[config.mk]
export PLATFORM = sky130hd
export DESIGN_NAME = sm510_top
export DESIGN_NICKNAME = d
export VERILOG_FILES = /design/src/sm510_pkg.sv /design/src/sm510_top.sv /design/src/sm510_exec.sv /design/src/sm510_sequencer.sv /design/src/sm510_lcd_strobe.sv /design/src/sm510_ram.sv /design/src/sm510_divider.sv
export SDC_FILE = /design/constraint.sdc
export NUM_CORES = 1
export LEC_CHECK = 0
export ABC_AREA = 0
export BUFFER_PORTS_ARGS = -buffer_cell sky130_fd_sc_hd__buf_4
export CELL_PAD_IN_SITES_DETAIL_PLACEMENT = 1
export CELL_PAD_IN_SITES_GLOBAL_PLACEMENT = 1
export CORE_MARGIN = 2
export CORE_UTILIZATION = 52
export DETAILED_ROUTE_END_ITERATION = 8
export GPL_ROUTABILITY_DRIVEN = 0
export GPL_TIMING_DRIVEN = 0
export PLACE_DENSITY_LB_ADDON = 0.1
export SETUP_SLACK_MARGIN = 0.3
export SYNTH_ARGS = -nofsm -noshare
export SYNTH_HDL_FRONTEND = slang
export SYNTH_SLANG_ARGS = --single-unit
export TNS_END_PERCENT = 100
[constraint.sdc]
create_clock -name clk -period 4.45 [get_ports clk]
set_input_delay 0.6675 -clock clk [delete_from_list [all_inputs] [get_ports clk]]
set_output_delay 0.6675 -clock clk [all_outputs]
set_load 0.005 [all_outputs]
[src/sm510_pkg.sv]
`default_nettype none

package sm510_pkg;

  ////////////////////////////////////////////////////////////////////////////
  // Widths

  localparam int NIBBLE_W    = 4;
  localparam int OPCODE_W    = 8;
  localparam int ROM_ADDR_W  = 12;
  localparam int DIV_W       = 15;   // 32.768 kHz steps down to 1 Hz
  localparam int SEG_W       = 16;   // Columns per LCD segment row
  localparam int SHIFT_W     = 8;    // S1-8 strobe shifter
  localparam int RAM_DEPTH   = 128;
  localparam int LCD_COMMONS = 4;
  localparam int H_W         = $clog2(LCD_COMMONS);
  localparam int KHZ_BIT     = 4;    // Divider bit for the LCD strobe

  // Display memory rows
  localparam logic [2:0] LCD_ROW_A = 3'd6;
  localparam logic [2:0] LCD_ROW_B = 3'd7;

  ////////////////////////////////////////////////////////////////////////////
  // Bundles

  typedef struct packed {
    logic [1:0] pu;  // Bank
    logic [3:0] pm;  // Page
    logic [5:0] pl;  // Polynomial step within page
  } pc_t;

  typedef struct packed {
    logic [2:0] bm;  // Row
    logic [3:0] bl;  // Column
  } ram_addr_t;

  typedef struct packed {
    ram_addr_t             addr;
    logic                  wren;
    logic [NIBBLE_W-1:0]   wr_data;
  } ram_req_t;

  typedef struct packed {
    logic [SEG_W-1:0] seg_a;  // From row 6
    logic [SEG_W-1:0] seg_b;  // From row 7
  } lcd_frame_t;

  typedef struct packed {
    logic             tick_1s;  // Wrap step
    logic             f_1khz;
    logic [DIV_W-1:0] count;
  } div_ticks_t;

  typedef enum logic [2:0] {
    STAGE_LOAD_PC,
    STAGE_DECODE,
    STAGE_LOAD_2,
    STAGE_PERF_2,
    STAGE_HALT,
    STAGE_SKIP
  } stage_t;

  ////////////////////////////////////////////////////////////////////////////
  // Opcodes and vectors

  localparam logic [OPCODE_W-1:0] OP_LBL  = 8'h5F;  // LBL xy, two bytes
  localparam logic [OPCODE_W-1:0] OP_CEND = 8'h5D;  // Stop clock
  localparam logic [3:0] OP_GRP_LAX = 4'h2;         // 2x
  localparam logic [3:0] OP_GRP_TL  = 4'h7;         // 7x, TL/TML
  localparam logic [1:0] OP_GRP_T   = 2'b10;        // 80-BF
  localparam logic [5:0] OP_EXC     = 6'b0001_00;   // 10-13
  localparam logic [5:0] OP_LDA     = 6'b0001_10;   // 18-1B

  localparam pc_t PC_RESET_VECTOR = '{pu: 2'd3, pm: 4'd7, pl: 6'd0};  // 3_7_00
  localparam pc_t PC_HALT_VECTOR  = '{pu: 2'd1, pm: 4'd0, pl: 6'd0};  // 1_0_00

endpackage

`default_nettype wire
[src/sm510_top.sv]
`default_nettype none

module sm510_top (
  input  logic                             clk,
  input  logic                             reset,
  input  logic                             clk_en,      // 32.768 kHz step strobe
  input  logic [sm510_pkg::OPCODE_W-1:0]   rom_data,
  output logic [sm510_pkg::ROM_ADDR_W-1:0] rom_addr,
  input  logic [sm510_pkg::NIBBLE_W-1:0]   input_k,     // K1-4
  output logic [sm510_pkg::H_W-1:0]        output_lcd_h_index,
  output logic [sm510_pkg::SHIFT_W-1:0]    output_shifter_s,
  output sm510_pkg::lcd_frame_t            segment,
  output logic                             segment_bs,
  output logic [sm510_pkg::NIBBLE_W-1:0]   output_r
);
  import sm510_pkg::*;

  div_ticks_t          ticks;
  stage_t              stage;
  pc_t                 pc;
  ram_req_t            ram_req;
  logic [NIBBLE_W-1:0] ram_rd;
  lcd_frame_t          next_frame;
  logic [H_W-1:0]      next_h;      // Common gathered ahead of the strobe
  logic [NIBBLE_W-1:0] segment_l;
  logic                halt_req;
  logic                skip_next;
  logic                lax_chain;
  logic                div_clear;

  assign rom_addr = pc;

  sm510_divider div_i (
    .clk(clk), .reset(reset), .clk_en(clk_en), .div_clear(div_clear), .ticks(ticks)
  );

  sm510_ram ram_i (
    .clk(clk), .req(ram_req), .rd_data(ram_rd), .lcd_h(next_h), .frame(next_frame)
  );

  sm510_lcd_strobe lcd_i (
    .clk(clk), .reset(reset), .clk_en(clk_en), .f_1khz(ticks.f_1khz),
    .next_frame(next_frame), .segment_l(segment_l), .h_index(output_lcd_h_index),
    .next_h(next_h), .segment(segment), .segment_bs(segment_bs)
  );

  sm510_sequencer seq_i (
    .clk(clk), .reset(reset), .clk_en(clk_en), .opcode(rom_data),
    .halt_req(halt_req), .skip_next(skip_next), .lax_chain(lax_chain),
    .tick_1s(ticks.tick_1s), .input_k(input_k), .stage(stage)
  );

  sm510_exec exec_i (
    .clk(clk), .reset(reset), .clk_en(clk_en), .stage(stage), .opcode(rom_data),
    .ram_rd(ram_rd), .input_k(input_k), .ram_req(ram_req), .pc(pc),
    .halt_req(halt_req), .skip_next(skip_next), .lax_chain(lax_chain),
    .div_clear(div_clear), .segment_l(segment_l), .shifter_w(output_shifter_s),
    .output_r(output_r)
  );

endmodule

`default_nettype wire

[src/sm510_exec.sv]
`default_nettype none

module sm510_exec (
  input  logic                           clk,
  input  logic                           reset,
  input  logic                           clk_en,
  input  sm510_pkg::stage_t              stage,
  input  logic [sm510_pkg::OPCODE_W-1:0] opcode,
  input  logic [sm510_pkg::NIBBLE_W-1:0] ram_rd,
  input  logic [sm510_pkg::NIBBLE_W-1:0] input_k,
  output sm510_pkg::ram_req_t            ram_req,
  output sm510_pkg::pc_t                 pc,
  output logic                           halt_req,
  output logic                           skip_next,
  output logic                           lax_chain,
  output logic                           div_clear,
  output logic [sm510_pkg::NIBBLE_W-1:0] segment_l,
  output logic [sm510_pkg::SHIFT_W-1:0]  shifter_w,
  output logic [sm510_pkg::NIBBLE_W-1:0] output_r
);
  import sm510_pkg::*;

  logic [NIBBLE_W-1:0] acc;
  logic                carry;
  ram_addr_t           b;            // Bm:Bl
  pc_t                 stack_s;      // Top of stack
  pc_t                 stack_r;
  logic [OPCODE_W-1:0] last_opcode;  // First byte of a two-byte op
  pc_t                 pc_inc;
  logic [NIBBLE_W:0]   adx_sum;      // Carry out in MSB
  logic [NIBBLE_W:0]   add11_sum;
  logic                is_lax;

  // Polynomial step, Pu and Pm stay put
  always_comb begin
    pc_inc    = pc;
    pc_inc.pl = {pc.pl[0] == pc.pl[1], pc.pl[5:1]};
  end

  assign adx_sum   = {1'b0, acc} + {1'b0, opcode[3:0]};
  assign add11_sum = {1'b0, acc} + {1'b0, ram_rd} + {{NIBBLE_W{1'b0}}, carry};
  assign is_lax    = opcode[7:4] == OP_GRP_LAX;

  // EXC writes Acc back during its decode step
  assign ram_req.addr    = b;
  assign ram_req.wr_data = acc;
  assign ram_req.wren    = clk_en && stage == STAGE_DECODE && opcode[7:2] == OP_EXC;

  ////////////////////////////////////////////////////////////////////////////
  // Architectural state

  always_ff @(posedge clk) begin
    if (reset) begin
      pc          <= PC_RESET_VECTOR;
      stack_s     <= '0;
      stack_r     <= '0;
      acc         <= '0;
      carry       <= 1'b0;
      b           <= '0;
      last_opcode <= '0;
      halt_req    <= 1'b0;
      skip_next   <= 1'b0;
      lax_chain   <= 1'b0;
      div_clear   <= 1'b0;
      segment_l   <= '0;
      shifter_w   <= '0;
      output_r    <= '0;
    end else if (clk_en) begin
      div_clear <= 1'b0;  // Single-step pulse

      if (stage == STAGE_LOAD_PC || stage == STAGE_PERF_2) begin
        pc <= pc_inc;  // Jumps below override
      end

      case (stage)
        STAGE_LOAD_PC: begin
          skip_next <= 1'b0;
          lax_chain <= lax_chain && is_lax;  // Chain holds through skipped LAX
        end
        STAGE_HALT: begin
          pc       <= PC_HALT_VECTOR;  // Resume point after wake
          halt_req <= 1'b0;
        end
        STAGE_DECODE: begin
          last_opcode <= opcode;
          casez (opcode)
            8'h08: acc <= acc + ram_rd;  // ADD
            8'h09: begin                 // ADD11, skip on carry
              {carry, acc} <= add11_sum;
              skip_next    <= add11_sum[NIBBLE_W];
            end
            8'h0A: acc <= ~acc;          // COMA
            {OP_EXC, 2'b??}: begin       // EXC x
              acc        <= ram_rd;
              b.bm[1:0]  <= b.bm[1:0] ^ opcode[1:0];
            end
            {OP_LDA, 2'b??}: begin       // LDA x
              acc        <= ram_rd;
              b.bm[1:0]  <= b.bm[1:0] ^ opcode[1:0];
            end
            {OP_GRP_LAX, 4'b????}: begin
              acc       <= opcode[3:0];
              lax_chain <= 1'b1;         // Following LAX gets skipped
            end
            8'h3?: begin                 // ADX x, carry flag untouched
              acc       <= adx_sum[NIBBLE_W-1:0];
              skip_next <= adx_sum[NIBBLE_W];
            end
            8'h53: skip_next <= acc == ram_rd;  // TAM
            8'h59: segment_l <= acc;            // ATL
            OP_CEND: halt_req <= 1'b1;
            8'h61: output_r  <= acc;            // ATR
            8'h62: shifter_w <= {shifter_w[SHIFT_W-2:0], 1'b0};  // WR
            8'h63: shifter_w <= {shifter_w[SHIFT_W-2:0], 1'b1};  // WS
            8'h65: div_clear <= 1'b1;           // IDIV
            8'h66: carry     <= 1'b0;           // RC
            8'h67: carry     <= 1'b1;           // SC
            8'h6A: acc       <= input_k;        // KTA
            8'h6E: begin                        // RTN0, pop
              pc      <= stack_s;
              stack_s <= stack_r;
            end
            {OP_GRP_T, 6'b??????}: pc.pl <= opcode[5:0];  // T xy
            default: begin
              // SKIP, LBL and TL/TML first bytes do nothing here
            end
          endcase
        end
        STAGE_PERF_2: begin
          // opcode now holds the second byte
          if (last_opcode == OP_LBL) begin
            b <= '{bm: opcode[6:4], bl: opcode[3:0]};
          end else if (last_opcode[7:4] == OP_GRP_TL) begin
            if (last_opcode[3:0] < 4'hB) begin  // TL, long jump
              pc <= '{pu: opcode[7:6], pm: last_opcode[3:0], pl: opcode[5:0]};
            end else if (last_opcode[3:0] >= 4'hC) begin  // TML, long call
              stack_r <= stack_s;
              stack_s <= pc_inc;  // Return past the second byte
              pc      <= '{pu: opcode[7:6], pm: {2'b00, last_opcode[1:0]}, pl: opcode[5:0]};
            end
          end
        end
        default: begin
          // LOAD_2 and SKIP leave state alone
        end
      endcase
    end
  end

  // A RAM write ends a one-byte instruction
  assert property (@(posedge clk) disable iff (reset) ram_req.wren |=> stage == STAGE_LOAD_PC);

endmodule

`default_nettype wire

[src/sm510_sequencer.sv]
`default_nettype none

module sm510_sequencer (
  input  logic                           clk,
  input  logic                           reset,
  input  logic                           clk_en,
  input  logic [sm510_pkg::OPCODE_W-1:0] opcode,
  input  logic                           halt_req,
  input  logic                           skip_next,
  input  logic                           lax_chain,
  input  logic                           tick_1s,
  input  logic [sm510_pkg::NIBBLE_W-1:0] input_k,
  output sm510_pkg::stage_t              stage
);
  import sm510_pkg::*;

  logic wake;         // Registered wake source
  logic is_two_byte;  // LBL xy, TL/TML xyz
  logic is_lax;

  assign is_two_byte = opcode == OP_LBL || opcode[7:4] == OP_GRP_TL;
  assign is_lax      = opcode[7:4] == OP_GRP_LAX;

  always_ff @(posedge clk) begin
    if (reset) begin
      wake <= 1'b0;
    end else if (clk_en) begin
      wake <= tick_1s || input_k != '0;  // Seen one step later
    end
  end

  ////////////////////////////////////////////////////////////////////////////
  // Stage FSM

  always_ff @(posedge clk) begin
    if (reset) begin
      stage <= STAGE_LOAD_PC;
    end else if (clk_en) begin
      case (stage)
        STAGE_LOAD_PC: begin
          if (halt_req) begin
            stage <= STAGE_HALT;
          end else if (skip_next || (lax_chain && is_lax)) begin
            stage <= STAGE_SKIP;  // Drop this instruction
          end else begin
            stage <= STAGE_DECODE;
          end
        end
        STAGE_DECODE: stage <= is_two_byte ? STAGE_LOAD_2 : STAGE_LOAD_PC;
        STAGE_LOAD_2: stage <= STAGE_PERF_2;
        STAGE_HALT:   stage <= wake ? STAGE_LOAD_PC : STAGE_HALT;
        default:      stage <= STAGE_LOAD_PC;  // PERF_2 and SKIP
      endcase
    end
  end

  // Exec never asks for a halt and a skip on the same fetch
  assert property (@(posedge clk) disable iff (reset)
    clk_en && stage == STAGE_LOAD_PC |-> !(halt_req && skip_next));

endmodule

`default_nettype wire

[src/sm510_lcd_strobe.sv]
`default_nettype none

module sm510_lcd_strobe (
  input  logic                           clk,
  input  logic                           reset,
  input  logic                           clk_en,
  input  logic                           f_1khz,
  input  sm510_pkg::lcd_frame_t          next_frame,  // Gathered for next_h
  input  logic [sm510_pkg::NIBBLE_W-1:0] segment_l,
  output logic [sm510_pkg::H_W-1:0]      h_index,
  output logic [sm510_pkg::H_W-1:0]      next_h,
  output sm510_pkg::lcd_frame_t          segment,
  output logic                           segment_bs
);
  import sm510_pkg::*;

  logic                   f_prev;    // f_1khz one step ago
  logic                   strobe;    // Rising edge
  logic [LCD_COMMONS-1:0] h_onehot;

  assign strobe = f_1khz & ~f_prev;

  always_ff @(posedge clk) begin
    if (reset) begin
      f_prev  <= 1'b0;
      h_index <= '0;
      segment <= '0;
    end else if (clk_en) begin
      f_prev <= f_1khz;
      if (strobe) begin
        segment <= next_frame;  // Frame for the common we move to
        h_index <= next_h;
      end
    end
  end

  assign next_h = h_index + H_W'(1);

  // BS pulses while the active common's L bit is set
  assign h_onehot   = LCD_COMMONS'(1) << h_index;
  assign segment_bs = |(segment_l & h_onehot);

endmodule

`default_nettype wire

[src/sm510_ram.sv]
`default_nettype none

module sm510_ram (
  input  logic                           clk,
  input  sm510_pkg::ram_req_t            req,
  output logic [sm510_pkg::NIBBLE_W-1:0] rd_data,
  input  logic [sm510_pkg::H_W-1:0]      lcd_h,    // Bit to gather
  output sm510_pkg::lcd_frame_t          frame
);
  import sm510_pkg::*;

  logic [NIBBLE_W-1:0] mem [RAM_DEPTH];  // Bm:Bl addressed nibbles

  ////////////////////////////////////////////////////////////////////////////
  // CPU port

  always_ff @(posedge clk) begin
    if (req.wren) begin
      mem[req.addr] <= req.wr_data;
    end
  end

  assign rd_data = mem[req.addr];  // Same-step read

  ////////////////////////////////////////////////////////////////////////////
  // LCD gather port

  // One bit per column, picked by the common about to be strobed
  always_comb begin
    for (int col = 0; col < SEG_W; col++) begin
      frame.seg_a[col] = mem[{LCD_ROW_A, 4'(col)}][lcd_h];
      frame.seg_b[col] = mem[{LCD_ROW_B, 4'(col)}][lcd_h];
    end
  end

endmodule

`default_nettype wire

[src/sm510_divider.sv]
`default_nettype none

module sm510_divider (
  input  logic                  clk,
  input  logic                  reset,
  input  logic                  clk_en,
  input  logic                  div_clear,  // IDIV pulse
  output sm510_pkg::div_ticks_t ticks
);
  import sm510_pkg::*;

  logic [DIV_W-1:0] count;  // One count per step
  logic             wrap;   // Last count before rollover

  assign wrap = &count;

  always_ff @(posedge clk) begin
    if (reset) begin
      count <= '0;
    end else if (clk_en) begin
      if (div_clear) begin
        count <= '0;  // Clear wins over counting
      end else begin
        count <= count + 1'b1;
      end
    end
  end

  // A forced clear is not a one-second wrap
  assign ticks.tick_1s = wrap & ~div_clear;
  assign ticks.f_1khz  = count[KHZ_BIT];  // 32-step period
  assign ticks.count   = count;

  // A held clear would starve the wake tick
  assert property (@(posedge clk) disable iff (reset) clk_en && div_clear |=> !div_clear);

endmodule

`default_nettype wire

==> impl_metrics.csv <==
group,metric,value,unit
setup_path,cp_cell_sequence,"buf_12 -> inv_2 -> buf_4 -> clkbuf_8 -> o21ai_0 -> o21bai_1 -> o2111ai_2 -> nor4b_4 -> inv_2 -> fa_2 -> inv_2 -> fa_2 -> xor2_2 -> o22ai_1 -> a211oi_2 -> o211ai_1 -> o21ai_1 -> o22ai_1",
global_routing,grt_pass1_wl,157000,um
yosys,synth_area_leader_cell,"edfxtp_1",
sta,min_period_over_period,99.7,%
clock_network,insertion_delay,630,ps
global_routing,grt_overflow,0,
yosys,synth_compound_area_share,12.7,%
power,p_int,9910,uW
clock_network,ctsLongestPathBuffers,3,
yosys,synth-simple-area-share,9.94,%
floorplan,dieArea,0.0549,sq mm
power,power_density,383,mW/mm^2
cells_and_area,drive_gt1_share,20.9,%
drt,drc,0,
sta,max_freq,225,MHz
drt,wirelength,112000,um
setup_path,crit_fanout,10,
global_routing,grt_usage,40.8,%
cells_and_area,most-common-layout-cells,"512 x edfxtp_1, 246 x nor2_1, 168 x nand2_1",
clock_network,clk_pin_slew,70,ps
yosys,syn-mean-instance-area,13.1,sq um
global_routing,grt_max_degree,83,
setup_path,crit_arrival,4920,ps
outcome,status,"completed",
yosys,ys_ff_latch,642,
sta,setup-violations-final,0,
worst_hold_path,hold_class,"input pin to flop",
clock_network,hold_buffers,0,
cells_and_area,final_area,0.0328,sq mm
sta,drv_slew,0,
clock_network,tritoncts,"yes",
setup_path,rrSetupSlack,10,ps
drt,drt-initial-drc-count,3849,
clock_network,h-tree-depth,3,
floorplan,die_w,234,um
sta,setup_ws,13.9,ps
clock_network,cts_buffers,67,
setup_path,rr_endpoint,"exec_i.acc[2]",
power,power.leakage,0.0105,uW
yosys,ys_seq_area_share,65.1,%
place,io_buffer_count,72,
power,irDropWorstVdd,0.000344,V
worst_hold_path,min_from,"rom_data[7]",
floorplan,design.core.area,0.0526,sq mm
setup_path,reg2reg_depth,18,
global_routing,antenna_found_initial,2,
place,hpwlAfterDp,71700,um
floorplan,die_h,234,um
sta,worstMarginPinSlew,1340,ps
worst_hold_path,holdPathEnd,"exec_i.last_opcode[7]",
sta,max-slew-margin-rel,10.8,%
place,placed_cell_area,0.0292,sq mm
sta,rsz0062_at_grt,"yes",
sta,finClkSkew,26.3,ps
yosys,synth.top_cell.area_share,55.7,%
place,pre_cts_ws,-1160,ps
cells_and_area,final_util,62.4,%
yosys,synth.distinct_cells,89,
drt,wl_per_cell,36.9,um
drt,drt-pass1-iter-count,6,
yosys,synth_fa_ha_area_share,0.879,%
clock_network,clkSinkCount,642,
setup_path,cpPeakStageDelay,490,ps
yosys,synthTopCellsByArea,"edfxtp_1 56%, dfxtp_1 9.4%, mux4_2 3.6%",
floorplan,rows,84,
power,switchingPower,2660,uW
yosys,synth-async-reset-ratio,0,%
setup_path,end_kind,"flop",
sta,period_minus_slack,4440,ps
setup_path,r2r_start,"exec_i.ram_req[5]",
yosys,muxShareOfSynthArea,7.72,%
setup_path,cp.required,4930,ps
setup_path,critical_path_class,"flop to flop",
global_routing,first_global_vias,21433,
worst_hold_path,holdPathStages,3,
cells_and_area,nFillCells,4997,
yosys,synth_top_family_by_area,"compound AO/OA/AOI/OAI gates",
yosys,synthCells,2102,
yosys,ys.flop_type,"edfxtp_1",
clock_network,cts-root-buf,"clkbuf_16",
power,power.total,12600,uW
setup_path,worst_setup_path_start_kind,"flop",
yosys,synth-edff-count,512,
yosys,syn-num-nets,2134,
yosys,yosys_warnings,0,
sta,hold_viol_final,0,
cells_and_area,layout_commonest_cell,"edfxtp_1",
drt,antenna_left,0,
cells_and_area,areaGrowthSynthToFinish,18.9,%
setup_path,cp_slowest_cell,"nor4b_4",
power,seq_power_share,51.3,%
power,power_frac_comb,1.7,%
setup_path,cp_common_cell,"inv_2",
yosys,syn_area,0.0276,sq mm
drt,vias,21647,
power,clock_power_share,47.0,%
flow_run,cap_violations,0,
power,swShare,21.2,%
cells_and_area,nets,2321,
floorplan,boundaryPins,74,
yosys,synth_xor_area_share,0.666,%
drt,viasPerCell,7.14,
floorplan,start_util,52.5,%
==> power groups by stage <==
stage / Combinational, uW / Clock, uW / Sequential, uW
after floorplan: 106 / 0 / 6580
after global placement: 181 / 0 / 6610
after detailed placement: 207 / 0 / 6580
after CTS: 209 / 5870 / 6450
after global routing: 229 / 6070 / 6450
final: 214 / 5900 / 6450
==> cells in the mapped netlist (24+ instances only) <==
cell	number
nor3_1	28
o21ai_0	40
mux4_2	44
a221oi_1	75
edfxtp_1	512
clkbuf_1	83
nor2_1	249
mux2_2	24
a22oi_1	68
nand2_1	169
mux2i_1	87
buf_2	42
a21oi_1	123
nand3_1	39
dfxtp_1	130
==> per-layer routing <==
metal,up-vias,track usage (%),part of all wire (%)
li1,8521,-,-
met1,10726,51.8,35
met2,1899,59.8,43
met3,501,14.1,14
met4,0,26.2,7.6
met5,-,0,0
==> worst max-delay path, delay by kind of cell (launching register included) <==
kind | cells | cell delay [ps]
AOI/OAI and AO/OA | 8 | 1350
xor gates and xnor gates | 1 | 170
adders and majority gates | 2 | 610
buffers and inverters | 6 | 1260
DFF | 1 | 390
and+or+nand+nor | 1 | 490
==> worst max path at each step <==
stage | from | end | slack [ps] | cells after the start
floorplan | exec_i.acc[0] | exec_i.acc[2] | 630 | 9
global placement | exec_i.acc[0] | exec_i.acc[2] | -2020 | 9
detailed placement | exec_i.ram_req[6] | exec_i.acc[2] | -1160 | 18
CTS | exec_i.ram_req[5] | exec_i.acc[2] | 220 | 18
global route | exec_i.ram_req[6] | exec_i.acc[2] | 20 | 19
finish | exec_i.ram_req[5] | exec_i.acc[2] | 10 | 18
==> registers in the layout, indices dropped and copies added, names as in the netlist, 3 cells and up <==
signal              cells
div_i.count            15
exec_i.acc              4
exec_i.last_opcode      8
exec_i.output_r         4
exec_i.pc              12
exec_i.ram_req          7
exec_i.segment_l        4
exec_i.shifter_w        8
exec_i.stack_r         12
exec_i.stack_s         12
lcd_i.segment          32
ram_i.mem             512
seq_i.stage             3
==> stage by stage <==
stage	hold slack [ps]	setup TNS [ps]	std cells
final	352	0	3031
after global routing	372	0	3029
after CTS	341	0	3025
after detailed placement	454	-21870	2868
after global placement	444	-303930	2862
after floorplan	439	0	2102
==> kinds of logic (layout without fill, tap and decap cells) <==
kind of cell / after synthesis / after routing
buffers and inverters: 180 / 418
adder cells (fa/ha/maj): 17 / 17
flip-flops: 642 / 642
AND/OR/NAND/NOR: 597 / 597
other: 0 / 3
AO/OA/AOI/OAI: 490 / 490
multiplexers: 155 / 155
XOR/XNOR: 21 / 21
==> cell type report <==
class | count | area, sq um | share of cell area, %
diodes | 3 | 7.51 | 0.0229
repair buffers | 119 | 1010 | 3.09
plain buffers | 152 | 1250 | 3.80
multi-input cells | 1280 | 9320 | 28.4
clock inverters | 39 | 422 | 1.29
clock buffers | 81 | 1830 | 5.59
flip-flops and latches | 642 | 18000 | 54.9
inverters | 27 | 109 | 0.332
well taps | 688 | 861 | 2.62
==> what timing repair did <==
item,in CTS,in global routing
gates resized for setup,232,73
pin swaps,26,31
endpoints found under the setup margin,262,77
buffers inserted,38,3
Power figures use the tool's default switching activity.
